<file path="src/pmul_pkg.sv">
/* Shared definitions for the packed-SIMD multiplier
   Operation codes, kernel modes, result selects, stage payload structs */

package pmul_pkg;

  localparam int unsigned XLEN   = 32;
  localparam int unsigned BYTE_W = 8;
  // Width of one 9x9 signed kernel product
  localparam int unsigned KER_W  = 18;

  typedef enum logic [4:0] {
    OP_Q7_MUL       = 5'd0,
    OP_Q7_MUL_X     = 5'd1,
    OP_Q15_MUL      = 5'd2,
    OP_Q15_MUL_X    = 5'd3,
    OP_MUL16_BB     = 5'd4,
    OP_MUL16_BT     = 5'd5,
    OP_MUL16_TT     = 5'd6,
    OP_DOT16_ADD    = 5'd7,
    OP_DOT16_ADD_X  = 5'd8,
    OP_DOT16_SUB    = 5'd9,
    OP_DOT16_SUB_R  = 5'd10,
    OP_DOT16_SUB_X  = 5'd11,
    OP_DOT8_ACC_SS  = 5'd12,
    OP_DOT8_ACC_UU  = 5'd13,
    OP_DOT8_ACC_SU  = 5'd14,
    OP_MULH32X16_B  = 5'd15,
    OP_MULH32X16_T  = 5'd16,
    OP_MACH32X16_B  = 5'd17,
    OP_MACH32X16_T  = 5'd18
  } pmul_op_e;

  // How the two 16x16 kernels are arranged
  typedef enum logic [1:0] {
    M8X8,
    M16X16,
    M32X16
  } mult_mode_e;

  typedef enum logic [2:0] {
    RES_Q7,
    RES_Q15,
    RES_P16_LO,
    RES_P16_HI,
    RES_DOT16,
    RES_ACCUM,
    RES_MUL32X16
  } res_sel_e;

  typedef logic [3:0][BYTE_W-1:0] byte_lanes_t;

  typedef struct packed {
    mult_mode_e mode;
    res_sel_e   res_sel;
    logic       crossed;
    logic [1:0] accum_sub;
    logic       dsum;
    logic       top_top;
    logic       reversed;
    logic       dot8_signed;
  } pmul_ctl_s;

  // Stage 1 to stage 2
  typedef struct packed {
    logic            valid;
    pmul_ctl_s       ctl;
    byte_lanes_t     a;
    byte_lanes_t     b;
    logic [3:0]      a_sign;
    logic [3:0]      b_sign;
    logic [3:0]      sat;
    logic [XLEN-1:0] rd;
  } dec_s;

  // Stage 2 to stage 3
  typedef struct packed {
    logic                   valid;
    pmul_ctl_s              ctl;
    logic [7:0][KER_W-1:0]  prod;
    logic [3:0]             sat;
    logic [XLEN-1:0]        rd;
  } kern_s;

endpackage

</file>
<file path="src/pmul_decode_stage.sv">
/* Multiplier stage 1
   Operation decode, b lane steering, per-byte sign bits, saturation detect */

`timescale 1ns/1ps

module pmul_decode_stage import pmul_pkg::*; (
  input  logic            clk_i,
  input  logic            rst_ni,
  input  logic            valid_i,
  input  pmul_op_e        op_i,
  input  logic [XLEN-1:0] op_a_i,
  input  logic [XLEN-1:0] op_b_i,
  input  logic [XLEN-1:0] rd_i,
  output dec_s            dec_o
);

  pmul_ctl_s   ctl;
  logic [1:0]  quadrant;
  logic        a_signed, b_signed;
  byte_lanes_t a_lanes, b_lanes, b_cross;
  logic [3:0]  a_sign, b_sign;
  logic [3:0]  sat8, sat;
  logic [1:0]  sat16;

  //////////////////////////////////////////////////////////////////////
  // Operation decode
  //////////////////////////////////////////////////////////////////////
  always_comb begin
    ctl = '0;
    unique case (op_i)
      OP_Q7_MUL, OP_Q7_MUL_X: begin
        ctl.mode    = M8X8;
        ctl.res_sel = RES_Q7;
      end
      OP_Q15_MUL, OP_Q15_MUL_X: begin
        ctl.mode    = M16X16;
        ctl.res_sel = RES_Q15;
      end
      OP_MUL16_BB, OP_MUL16_BT: begin
        ctl.mode    = M16X16;
        ctl.res_sel = RES_P16_LO;
      end
      OP_MUL16_TT: begin
        ctl.mode    = M16X16;
        ctl.res_sel = RES_P16_HI;
      end
      OP_DOT8_ACC_SS, OP_DOT8_ACC_UU, OP_DOT8_ACC_SU: begin
        ctl.mode    = M8X8;
        ctl.res_sel = RES_ACCUM;
      end
      OP_MULH32X16_B, OP_MULH32X16_T: begin
        ctl.mode    = M32X16;
        ctl.res_sel = RES_MUL32X16;
      end
      OP_MACH32X16_B, OP_MACH32X16_T: begin
        ctl.mode    = M32X16;
        ctl.res_sel = RES_ACCUM;
      end
      // Two-halfword dot forms
      default: begin
        ctl.mode    = M16X16;
        ctl.res_sel = RES_DOT16;
      end
    endcase

    ctl.crossed      = op_i inside {OP_Q7_MUL_X, OP_Q15_MUL_X, OP_MUL16_BT, OP_DOT16_ADD_X,
                                    OP_DOT16_SUB_X, OP_MULH32X16_T, OP_MACH32X16_T};
    ctl.accum_sub[0] = op_i inside {OP_DOT16_SUB, OP_DOT16_SUB_X};
    // No kept operation subtracts from rd
    ctl.accum_sub[1] = 1'b0;
    ctl.dsum         = op_i inside {OP_DOT16_ADD, OP_DOT16_ADD_X, OP_DOT16_SUB,
                                    OP_DOT16_SUB_R, OP_DOT16_SUB_X};
    ctl.top_top      = (op_i == OP_MUL16_TT);
    ctl.reversed     = (op_i == OP_DOT16_SUB_R);
    ctl.dot8_signed  = op_i inside {OP_DOT8_ACC_SS, OP_DOT8_ACC_SU};
  end

  // Which b half feeds each kernel
  always_comb begin
    unique case (ctl.mode)
      M16X16:  quadrant = ctl.crossed ? 2'b11 : 2'b00;
      M32X16:  quadrant = ctl.crossed ? 2'b01 : 2'b10;
      default: quadrant = 2'b00;
    endcase
  end

  assign a_lanes    = op_a_i;
  assign b_lanes[0] = quadrant[0] ? op_b_i[23:16] : op_b_i[7:0];
  assign b_lanes[1] = quadrant[0] ? op_b_i[31:24] : op_b_i[15:8];
  assign b_lanes[2] = quadrant[1] ? op_b_i[7:0]   : op_b_i[23:16];
  assign b_lanes[3] = quadrant[1] ? op_b_i[15:8]  : op_b_i[31:24];

  // Bytes swapped within each halfword, as a crossed Q7 lane sees them
  assign b_cross = {b_lanes[2], b_lanes[3], b_lanes[0], b_lanes[1]};

  //////////////////////////////////////////////////////////////////////
  // Sign bits
  //////////////////////////////////////////////////////////////////////
  // Only byte mode has unsigned forms
  assign a_signed = (ctl.res_sel == RES_Q7) | ctl.dot8_signed;
  assign b_signed = (ctl.res_sel == RES_Q7) | (op_i == OP_DOT8_ACC_SS);

  always_comb begin
    unique case (ctl.mode)
      M8X8: begin
        a_sign = {a_lanes[3][7], a_lanes[2][7], a_lanes[1][7], a_lanes[0][7]} & {4{a_signed}};
        b_sign = {b_lanes[3][7], b_lanes[2][7], b_lanes[1][7], b_lanes[0][7]} & {4{b_signed}};
      end
      M16X16: begin
        a_sign = {a_lanes[3][7], 1'b0, a_lanes[1][7], 1'b0};
        b_sign = {b_lanes[3][7], 1'b0, b_lanes[1][7], 1'b0};
      end
      // Low word of a is unsigned, both kernels share one b half
      default: begin
        a_sign = {a_lanes[3][7], 3'b000};
        b_sign = {b_lanes[1][7], 1'b0, b_lanes[1][7], 1'b0};
      end
    endcase
  end

  //////////////////////////////////////////////////////////////////////
  // Saturation detect
  //////////////////////////////////////////////////////////////////////
  always_comb begin
    for (int i = 0; i < 4; i++) begin
      sat8[i] = (a_lanes[i] == 8'h80) && ((ctl.crossed ? b_cross[i] : b_lanes[i]) == 8'h80);
    end
  end

  assign sat16[0] = (op_a_i[15:0] == 16'h8000) && ({b_lanes[1], b_lanes[0]} == 16'h8000);
  assign sat16[1] = (op_a_i[31:16] == 16'h8000) && ({b_lanes[3], b_lanes[2]} == 16'h8000);

  always_comb begin
    unique case (ctl.mode)
      M8X8:    sat = sat8;
      M16X16:  sat = {{2{sat16[1]}}, {2{sat16[0]}}};
      default: sat = 4'b0000;
    endcase
  end

  always_ff @(posedge clk_i or negedge rst_ni) begin
    if (!rst_ni) begin
      dec_o <= '0;
    end else begin
      dec_o.valid  <= valid_i;
      dec_o.ctl    <= ctl;
      dec_o.a      <= a_lanes;
      dec_o.b      <= b_lanes;
      dec_o.a_sign <= a_sign;
      dec_o.b_sign <= b_sign;
      dec_o.sat    <= sat;
      dec_o.rd     <= rd_i;
    end
  end

endmodule

</file>
<file path="src/pmul_kernel_stage.sv">
/* Multiplier stage 2
   Eight 9x9 signed byte multipliers forming two 16x16 kernels */

`timescale 1ns/1ps

module pmul_kernel_stage import pmul_pkg::*; (
  input  logic  clk_i,
  input  logic  rst_ni,
  input  dec_s  dec_i,
  output kern_s kern_o
);

  logic [3:0][KER_W-1:0] a_ext, b_ext;
  logic [7:0][KER_W-1:0] prod;

  //////////////////////////////////////////////////////////////////////
  // Operand extension
  //////////////////////////////////////////////////////////////////////
  // Each byte carries its own sign bit from stage 1, so one multiplier
  // serves signed, unsigned and mixed lanes alike
  always_comb begin
    for (int l = 0; l < 4; l++) begin
      a_ext[l] = {{(KER_W-BYTE_W){dec_i.a_sign[l]}}, dec_i.a[l]};
      b_ext[l] = {{(KER_W-BYTE_W){dec_i.b_sign[l]}}, dec_i.b[l]};
    end
  end

  //////////////////////////////////////////////////////////////////////
  // Kernel multipliers
  //////////////////////////////////////////////////////////////////////
  // Product index is 4*kernel + 2*a_byte + b_byte
  //   0  a0 x b0
  //   1  a0 x b1
  //   2  a1 x b0
  //   3  a1 x b1
  always_comb begin
    for (int k = 0; k < 2; k++) begin
      for (int i = 0; i < 2; i++) begin
        for (int j = 0; j < 2; j++) begin
          prod[4*k + 2*i + j] = $signed(a_ext[2*k + i]) * $signed(b_ext[2*k + j]);
        end
      end
    end
  end

  always_ff @(posedge clk_i or negedge rst_ni) begin
    if (!rst_ni) begin
      kern_o <= '0;
    end else begin
      kern_o.valid <= dec_i.valid;
      kern_o.ctl   <= dec_i.ctl;
      kern_o.prod  <= prod;
      kern_o.sat   <= dec_i.sat;
      kern_o.rd    <= dec_i.rd;
    end
  end

endmodule

</file>
<file path="src/pmul_reduce_stage.sv">
/* Multiplier stage 3
   Kernel reduction adders, dot sums, rd accumulator, saturation override
   and the registered result mux */

`timescale 1ns/1ps

module pmul_reduce_stage import pmul_pkg::*; (
  input  logic            clk_i,
  input  logic            rst_ni,
  input  kern_s           kern_i,
  output logic            valid_o,
  output logic [XLEN-1:0] result_o,
  output logic            ov_o
);

  pmul_ctl_s              ctl;
  logic [3:0]             sat;
  logic [XLEN-1:0]        ker0, ker1;
  logic [47:0]            prod48;
  logic [XLEN-1:0]        mulh;
  logic [XLEN-1:0]        term0, term1, dot16;
  logic [XLEN-1:0]        dot8;
  logic [XLEN-1:0]        acc_opnd, acc;
  logic [3:0][BYTE_W-1:0] q7;
  logic [XLEN-1:0]        q15;
  logic [XLEN-1:0]        result_d;
  logic                   ov_d;

  function automatic logic [XLEN-1:0] sext_prod(input logic [KER_W-1:0] p);
    return {{(XLEN-KER_W){p[KER_W-1]}}, p};
  endfunction

  // One 16x16 product from the four byte products of a kernel
  function automatic logic [XLEN-1:0] kern16(input logic [3:0][KER_W-1:0] p);
    logic [XLEN-1:0] lo, mid, hi;
    lo  = sext_prod(p[0]);
    mid = sext_prod(p[1]) + sext_prod(p[2]);
    hi  = sext_prod(p[3]);
    return lo + (mid << 8) + (hi << 16);
  endfunction

  assign ctl = kern_i.ctl;
  assign sat = kern_i.sat;

  //////////////////////////////////////////////////////////////////////
  // Kernel and 32x16 adders
  //////////////////////////////////////////////////////////////////////
  assign ker0 = kern16(kern_i.prod[3:0]);
  assign ker1 = kern16(kern_i.prod[7:4]);

  // Upper kernel holds the signed top word of a
  assign prod48 = {ker1, 16'h0000} + {{16{ker0[31]}}, ker0};
  assign mulh   = prod48[47:16];

  //////////////////////////////////////////////////////////////////////
  // Dot sums and rd accumulator
  //////////////////////////////////////////////////////////////////////
  assign term0 = ctl.accum_sub[0] ? -ker0 : ker0;
  assign term1 = ctl.reversed ? -ker1 : ker1;
  assign dot16 = term0 + term1;

  // Straight byte pairs only
  assign dot8 = sext_prod(kern_i.prod[0]) + sext_prod(kern_i.prod[3]) +
                sext_prod(kern_i.prod[4]) + sext_prod(kern_i.prod[7]);

  always_comb begin
    unique case (ctl.mode)
      M8X8:    acc_opnd = dot8;
      default: acc_opnd = mulh;
    endcase
  end

  assign acc = kern_i.rd + (ctl.accum_sub[1] ? -acc_opnd : acc_opnd);

  //////////////////////////////////////////////////////////////////////
  // Fixed-point lanes with saturation
  //////////////////////////////////////////////////////////////////////
  always_comb begin
    q7[0] = ctl.crossed ? kern_i.prod[1][14:7] : kern_i.prod[0][14:7];
    q7[1] = ctl.crossed ? kern_i.prod[2][14:7] : kern_i.prod[3][14:7];
    q7[2] = ctl.crossed ? kern_i.prod[5][14:7] : kern_i.prod[4][14:7];
    q7[3] = ctl.crossed ? kern_i.prod[6][14:7] : kern_i.prod[7][14:7];
    for (int i = 0; i < 4; i++) begin
      if (sat[i]) begin
        q7[i] = 8'h7f;
      end
    end
  end

  assign q15 = {sat[3] ? 16'h7fff : ker1[30:15],
                sat[1] ? 16'h7fff : ker0[30:15]};

  // Result mux
  always_comb begin
    unique case (ctl.res_sel)
      RES_Q7:       result_d = q7;
      RES_Q15:      result_d = q15;
      RES_P16_LO:   result_d = ker0;
      RES_P16_HI:   result_d = ker1;
      RES_DOT16:    result_d = dot16;
      RES_ACCUM:    result_d = acc;
      RES_MUL32X16: result_d = mulh;
      default:      result_d = '0;
    endcase
  end

  assign ov_d = (ctl.res_sel inside {RES_Q7, RES_Q15}) && (|sat);

  always_ff @(posedge clk_i or negedge rst_ni) begin
    if (!rst_ni) begin
      valid_o  <= 1'b0;
      ov_o     <= 1'b0;
      result_o <= '0;
    end else begin
      valid_o <= kern_i.valid;
      ov_o    <= kern_i.valid & ov_d;
      // Result holds between operations
      if (kern_i.valid) begin
        result_o <= result_d;
      end
    end
  end

endmodule

</file>
<file path="src/pmul_top.sv">
/* Packed-SIMD multiplier top level
   Three-stage pipeline of decode, kernel and reduce stages */

`timescale 1ns/1ps

module pmul_top import pmul_pkg::*; (
  input  logic            clk_i,
  input  logic            rst_ni,

  input  logic            valid_i,
  input  pmul_op_e        op_i,
  input  logic [XLEN-1:0] op_a_i,
  input  logic [XLEN-1:0] op_b_i,
  input  logic [XLEN-1:0] rd_i,

  output logic            valid_o,
  output logic [XLEN-1:0] result_o,
  output logic            ov_o
);

  // Stage payloads
  dec_s  dec;
  kern_s kern;

  pmul_decode_stage u_decode (
    .clk_i   (clk_i),
    .rst_ni  (rst_ni),
    .valid_i (valid_i),
    .op_i    (op_i),
    .op_a_i  (op_a_i),
    .op_b_i  (op_b_i),
    .rd_i    (rd_i),
    .dec_o   (dec)
  );

  pmul_kernel_stage u_kernel (
    .clk_i  (clk_i),
    .rst_ni (rst_ni),
    .dec_i  (dec),
    .kern_o (kern)
  );

  pmul_reduce_stage u_reduce (
    .clk_i    (clk_i),
    .rst_ni   (rst_ni),
    .kern_i   (kern),
    .valid_o  (valid_o),
    .result_o (result_o),
    .ov_o     (ov_o)
  );

endmodule

</file>
<file path="config.mk">
export PLATFORM = sky130hd
export DESIGN_NAME = pmul_top
export DESIGN_NICKNAME = d
export VERILOG_FILES = /design/src/pmul_pkg.sv /design/src/pmul_decode_stage.sv /design/src/pmul_kernel_stage.sv /design/src/pmul_reduce_stage.sv /design/src/pmul_top.sv
export SDC_FILE = /design/constraint.sdc
export NUM_CORES = 2
export LEC_CHECK = 0
export ABC_AREA = 1
export BUFFER_PORTS_ARGS = -buffer_cell sky130_fd_sc_hd__buf_2
export CELL_PAD_IN_SITES_DETAIL_PLACEMENT = 0
export CELL_PAD_IN_SITES_GLOBAL_PLACEMENT = 1
export CORE_ASPECT_RATIO = 0.7
export CORE_UTILIZATION = 45
export CTS_CLUSTER_SIZE = 10
export DETAILED_ROUTE_END_ITERATION = 10
export PLACE_DENSITY = 0.86
export REMOVE_ABC_BUFFERS = 1
export SLEW_MARGIN = 25
export SYNTH_ARGS = -nofsm -noshare
export SYNTH_HDL_FRONTEND = slang
export SYNTH_SLANG_ARGS = --single-unit
</file>
<file path="constraint.sdc">
create_clock -name clk_i -period 8 [get_ports clk_i]
set_input_delay 0.8 -clock clk_i [delete_from_list [all_inputs] [get_ports clk_i]]
set_output_delay 0.8 -clock clk_i [all_outputs]
set_load 0.01 [all_outputs]
</file>
=== Word-level counts from Yosys, hierarchy flattened ===
Memory sizes are Yosys's and may differ from the RTL's.
Cells that the tools add are included.
Widths: inputs -> output; s select.

* $add $sub $neg: 14
* $mul: 8
* Eq/ne operators: 31
* Multiplexer cells: 28
* Bitwise gates (word level): 5
* Reductions and logical operators: 16

{| class="wikitable"
|+ Operators with widths
! operator !! number
|-
| $add 32x32->32 || 7
|-
| $pmux 32 s7 || 1
|-
| $mul 9x9->18 || 8
|-
| $mux 8 || 16
|-
| $mux 32 || 3
|-
| $eq 16x16->1 const B || 4
|-
| $eq 8x8->1 const B || 8
|-
| $neg 32->32 || 2
|-
| $add 18x18->19 || 3
|-
| $add 48x48->48 || 1
|-
| $mux 16 || 2
|-
| $eq 5x4->1 const B || 6
|-
| $add 18x27->28 || 1
|-
| $pmux 4 s2 || 3
|-
| $eq 5x5->1 const B || 2
|-
| $eq 3x3->1 const B || 3
|-
| $and 4x4->4 || 2
|-
| $logic_and 1x1->1 || 7
|-
| $reduce_bool 7->1 || 1
|-
| $eq 3x2->1 const B || 2
|-
| $logic_not 3->1 || 2
|-
| $reduce_bool 2->1 || 3
|-
| $eq 5x1->1 const B || 1
|-
| $eq 5x2->1 const B || 1
|-
| other kinds (10) || 13
|}

* Bits in registers: 340
* ROM bits: 160
* Input bits: 104
* Output and inout port bits: 34
* Logic and storage cells: 140
* Memories: 1

{| class="wikitable"
|+ Memory list
! memory !! words !! bits a word !! rd ports !! clocked after memory_dff !! wr ports !! RTL line !! RTL
|-
| (no name shown) || 32 || 5 || 1 || 0 || 0 || pmul_decode_stage.sv:30 || <nowiki>unique case (op_i)</nowiki>
|}

=== Longest topological paths before layout ===
* Depth after elaboration: 9
* Mapped depth: 71

=== Hierarchy ===
Synthesis repeated with hierarchy kept, for this count alone.

* Cell total of the unflattened synthesis: 6583
* Area total of the unflattened synthesis: 50917.6 um^2

{| class="wikitable"
|+ Modules (own cells, without submodules)
! module !! instances !! cells each !! area an instance (um^2)
|-
| pmul_kernel_stage || 1 || 3459 || 29925.0
|-
| pmul_reduce_stage || 1 || 2687 || 16543.4
|-
| pmul_decode_stage || 1 || 437 || 4449.3
|}

=== Least setup slack after synthesis ===
OpenSTA, ideal clock, no wires.

* Path kind: register to register
* From: register u_kernel.kern_o[54] (netlist name)
* To: register u_reduce.result_o[30]
* Setup time: 117 ps
* Arrival: 8188 ps
* Data required time: 7883 ps
* Slack: -305 ps
* Stages on the path, launching flop included: 66
* Period minus slack after synthesis: 8305 ps
* Cell sequence: dfrtp_1 > ha_1 > fa_1 > nand3_1 > nand2_1 > nand2_1 > o211ai_1 > a21oi_1 > o21bai_1 > a21oi_1 > o21bai_1 > a21oi_1 > o21ai_0 > a21oi_1 > or2_2 > nand2_1 > xor2_1 > inv_1 > [... 30 more ...] > inv_1 > ha_1 > nand4_1 > inv_1 > nand2_1 > nor4_1 > nand2_1 > o211ai_1 > nand3_1 > o211ai_1 > a21oi_1 > xnor2_1 > nand2_1 > o2111ai_1 > nor2_1 > nand2_1 > nand2_1 > nand2_1

* Word-level cells in the longest chain between the ends: 7
* Elaborated cells on any way between the ends: 10
* Classes of those cells: add/sub (7); mux (3)

{| class="wikitable"
|+ RTL lines
! item !! RTL line !! RTL
|-
| from (decl) || pmul_kernel_stage.sv:10 || <nowiki>output kern_s kern_o</nowiki>
|-
| $add 18x18->19 (*) || pmul_reduce_stage.sv:37 || <nowiki>mid = sext_prod(p[1]) + sext_prod(p[2]);</nowiki>
|-
| $add 18x27->28 (*) || pmul_reduce_stage.sv:39 || <nowiki>return lo + (mid << 8) + (hi << 16);</nowiki>
|-
| $add 32x32->32 (*) || pmul_reduce_stage.sv:39 ||
|-
| $add 48x48->48 or $neg 32->32 (tied branches) || pmul_reduce_stage.sv:52, pmul_reduce_stage.sv:58 ||
|-
| $mux 32, on equally long branches || pmul_reduce_stage.sv:67, pmul_reduce_stage.sv:58 ||
|-
| $add 32x32->32, on equally long branches || pmul_reduce_stage.sv:73, pmul_reduce_stage.sv:60 ||
|-
| $pmux 32 s7 (*) || pmul_reduce_stage.sv:95 || <nowiki>unique case (ctl.res_sel)</nowiki>
|-
| to (signal assigned) || pmul_reduce_stage.sv:119 || <nowiki>result_o <= result_d;</nowiki>
|-
| to (decl) || pmul_reduce_stage.sv:12 || <nowiki>output logic [XLEN-1:0] result_o,</nowiki>
|}

Every way passes the cells marked *; elsewhere a longest branch is shown, timed or not.
A chain may end at the register's enable or synchronous reset.

=== Worst setup path in the final report ===
* From: register u_kernel.kern_o[61] (netlist name)
* To: register u_reduce.result_o[24]

Same word-level chain as after synthesis.

==> impl_metrics.ini <==
[run_status]
run_status = finished with violations
violations = negative setup slack

[synth]
syn_inst = 6263
ys_warn_count = 0
avgSynthCellArea_um2 = 7.905
synthFlopType = dfrtp_1
ys_ff_latch = 340
synth_seq_area_share = 0.1719
async_reset_ff_frac = 1.000
synth_edf_count = 0
synth_area_um2 = 49510
synth.distinct_cells = 67

[grt]
grt_pass1_wl_um = 257900
grt_antenna_before_repair = 13
grt_util_all_layers = 0.3041
globalRouteOverflowTotal = 0
grt_max_degree = 85
grt_pass1_vias = 43485

[final_layout]
fin_cells = 8274
final_common_cell = inv_1
layout_common_cells = inv_1 (1369), nand2_1 (1309), fa_1 (602)
area_delta_synth_final_pct = 18.65
fillerInstances = 10190
fin_nets = 8059
drive_gt1_frac = 0.1635

[worst_setup_path]
crit_path_end_kind = register
worst-r2r-cell-count = 61
r2r_start = u_kernel.kern_o[61]
slowest_stage = dfrtp_1
critical_path.max_stage_delay_ns = 0.41
cp.arrival_ns = 9.08
reg2reg_slack_ns = -0.61
cp_max_fo = 4
rr_endpoint = u_reduce.result_o[24]
timing_worst_setup_path_type = register to register
cp.required_ns = 8.48
cp-start-kind = register

[route]
vias = 43389
drt_iter0_drc = 3975
viasPerCell = 5.244
top_layer_used = met5
drt-met1-wl_um = 79970
detail_route.wl_per_cell_um = 20.12
met3_wirelength_um = 16750
drc = 0
drt_wl_total_um = 166500
route.met2.wl_um = 66820
drtAntennaViolNets = 0
dr.pass1.iters = 7

[placement]
port_buffers = 137
gp_congestion = 0.9790
post-place-ws_ns = -1.076
dp.cells = 8127
hpwl_um = 136700

[clock_network]
cts.sinks = 340
cts_buffers = 44
cts_buffer_depth = 3
cts_tree = yes
cts_root_buffer = clkbuf_16
hold_buffers = 0
clock_latency_ns = 0.64
cts-htree-levels = 2
clkTransAtPathRegs_ns = 0.06

[floorplanning]
io_pins = 138
die_w_um = 398.4
initial_utilization = 0.4555
rows = 101
core_area_um2 = 108700
die_height_um = 279.5
dieArea_um2 = 111400

[sta]
skew_ns = 0.06095
post-route-period-util = 1.076
drv_slew = 0
setup_violations = 15
post-route-worst-setup-slack_ns = -0.6081
rsz0062_at_grt = true
period_minus_slack_ns = 8.608
worst_pin_slew_ns = 1.162
fin_setup_tns_ns = -5.897
hold_viol_final = 0
max_freq_mhz = 116.2
slew_headroom = 0.2201
timing.hold.ws_ns = 0.1365

[run]
drv_cap = 0

[worst_hold_path]
holdCritPathClass = input pin to async pin
cells by family (layout without fill, tap and decap cells):
family | after synthesis | count (layout) | synth area share
and+or+nand+nor | 1947 | 1947 | 0.1626
buffers and inverters | 1588 | 2156 | 0.1211
adders and majority gates | 1147 | 1147 | 0.3815
AOI/OAI and AO/OA | 901 | 901 | 0.1022
xor gates and xnor gates | 340 | 340 | 0.06076
DFF | 340 | 340 | 0.1719
other | 0 | 1 | 0
state kept, by name (all words and copies together), names as in the netlist:
name	cells
u_kernel.kern_o	189
u_decode.dec_o	117
u_reduce.result_o	32
u_reduce.ov_o	1
u_reduce.valid_o	1
timing repair:
action	CTS	global route
gates resized for setup	208	184
cloned	1	0
pin swaps	118	100
endpoints found under the setup margin	21	25
setup buffers	50	28
synthesized netlist by cell type, types with 10 or more instances:
cell type,number,share of area
nor4_1,32,0.0040
nor2_2,10,0.0013
a211oi_1,10,0.0015
o21ai_1,21,0.0021
o31ai_1,15,0.0023
nand3_1,127,0.013
o21ai_0,291,0.029
a21oi_1,387,0.039
dfrtp_1,340,0.17
xnor2_1,111,0.020
nor2_1,239,0.018
fa_1,604,0.24
clkbuf_1,182,0.014
nand3_2,13,0.0026
a31oi_1,19,0.0024
nor3_1,57,0.0058
o22ai_1,10,0.0013
o211ai_1,20,0.0030
ha_1,543,0.14
inv_1,1388,0.11
nand2_2,14,0.0018
nand2_1,1357,0.10
o2111ai_1,13,0.0023
nand4_1,44,0.0056
a21o_1,18,0.0027
xor2_1,225,0.040
o21bai_1,32,0.0049
or2_2,25,0.0032
layout make-up:
| class | instances | area (µm²) | share of cell area |
|---|---|---|---|
| Clock buffer | 56 | 1186 | 0.02019 |
| Clock inverter | 13 | 207.7 | 0.003536 |
| Inverter | 1396 | 5243 | 0.08925 |
| Antenna cell | 1 | 2.502 | 0.00004260 |
| Tap cell | 1442 | 1804 | 0.03071 |
| Timing Repair Buffer | 691 | 5029 | 0.08561 |
| Sequential cell | 340 | 8509 | 0.1449 |
| Multi-Input combinational cell | 4335 | 36760 | 0.6258 |
worst max-delay path by stage:
stage                              from                     to  cells after the start
global route        u_kernel.kern_o[76]  u_reduce.result_o[30]                     63
detailed placement  u_kernel.kern_o[54]  u_reduce.result_o[30]                     64
global placement    u_kernel.kern_o[59]  u_reduce.result_o[30]                     63
floorplan           u_kernel.kern_o[54]  u_reduce.result_o[31]                     70
finish              u_kernel.kern_o[61]  u_reduce.result_o[24]                     61
CTS                 u_kernel.kern_o[72]  u_reduce.result_o[31]                     70
critical path, delay by kind of cell, from the launching register on:
kind,cells,cell delay (ns)
xor+xnor,2,0.30
flops,1,0.41
buf+inv,10,1.11
fa+ha+maj,5,1.33
simple gates,22,2.34
compound gates,22,2.94
layer usage:
metal,GRT usage,vias up
met5,0,-
met4,0.05168,6
met3,0.07230,169
met2,0.4319,1648
met1,0.4690,21157
li1,-,20409
per-stage QoR:
stage          utilization  area (µm²)
2_1_floorplan            -       48750
3_3_place_gp        0.5051       54900
3_5_place_dp        0.5052       54900
4_1_cts             0.5305       57650
5_1_grt             0.5405       58740
6_report            0.5405       58740
Power is not shown: default switching activity piles up to over one toggle a cycle in this logic, so the estimate is an artifact.
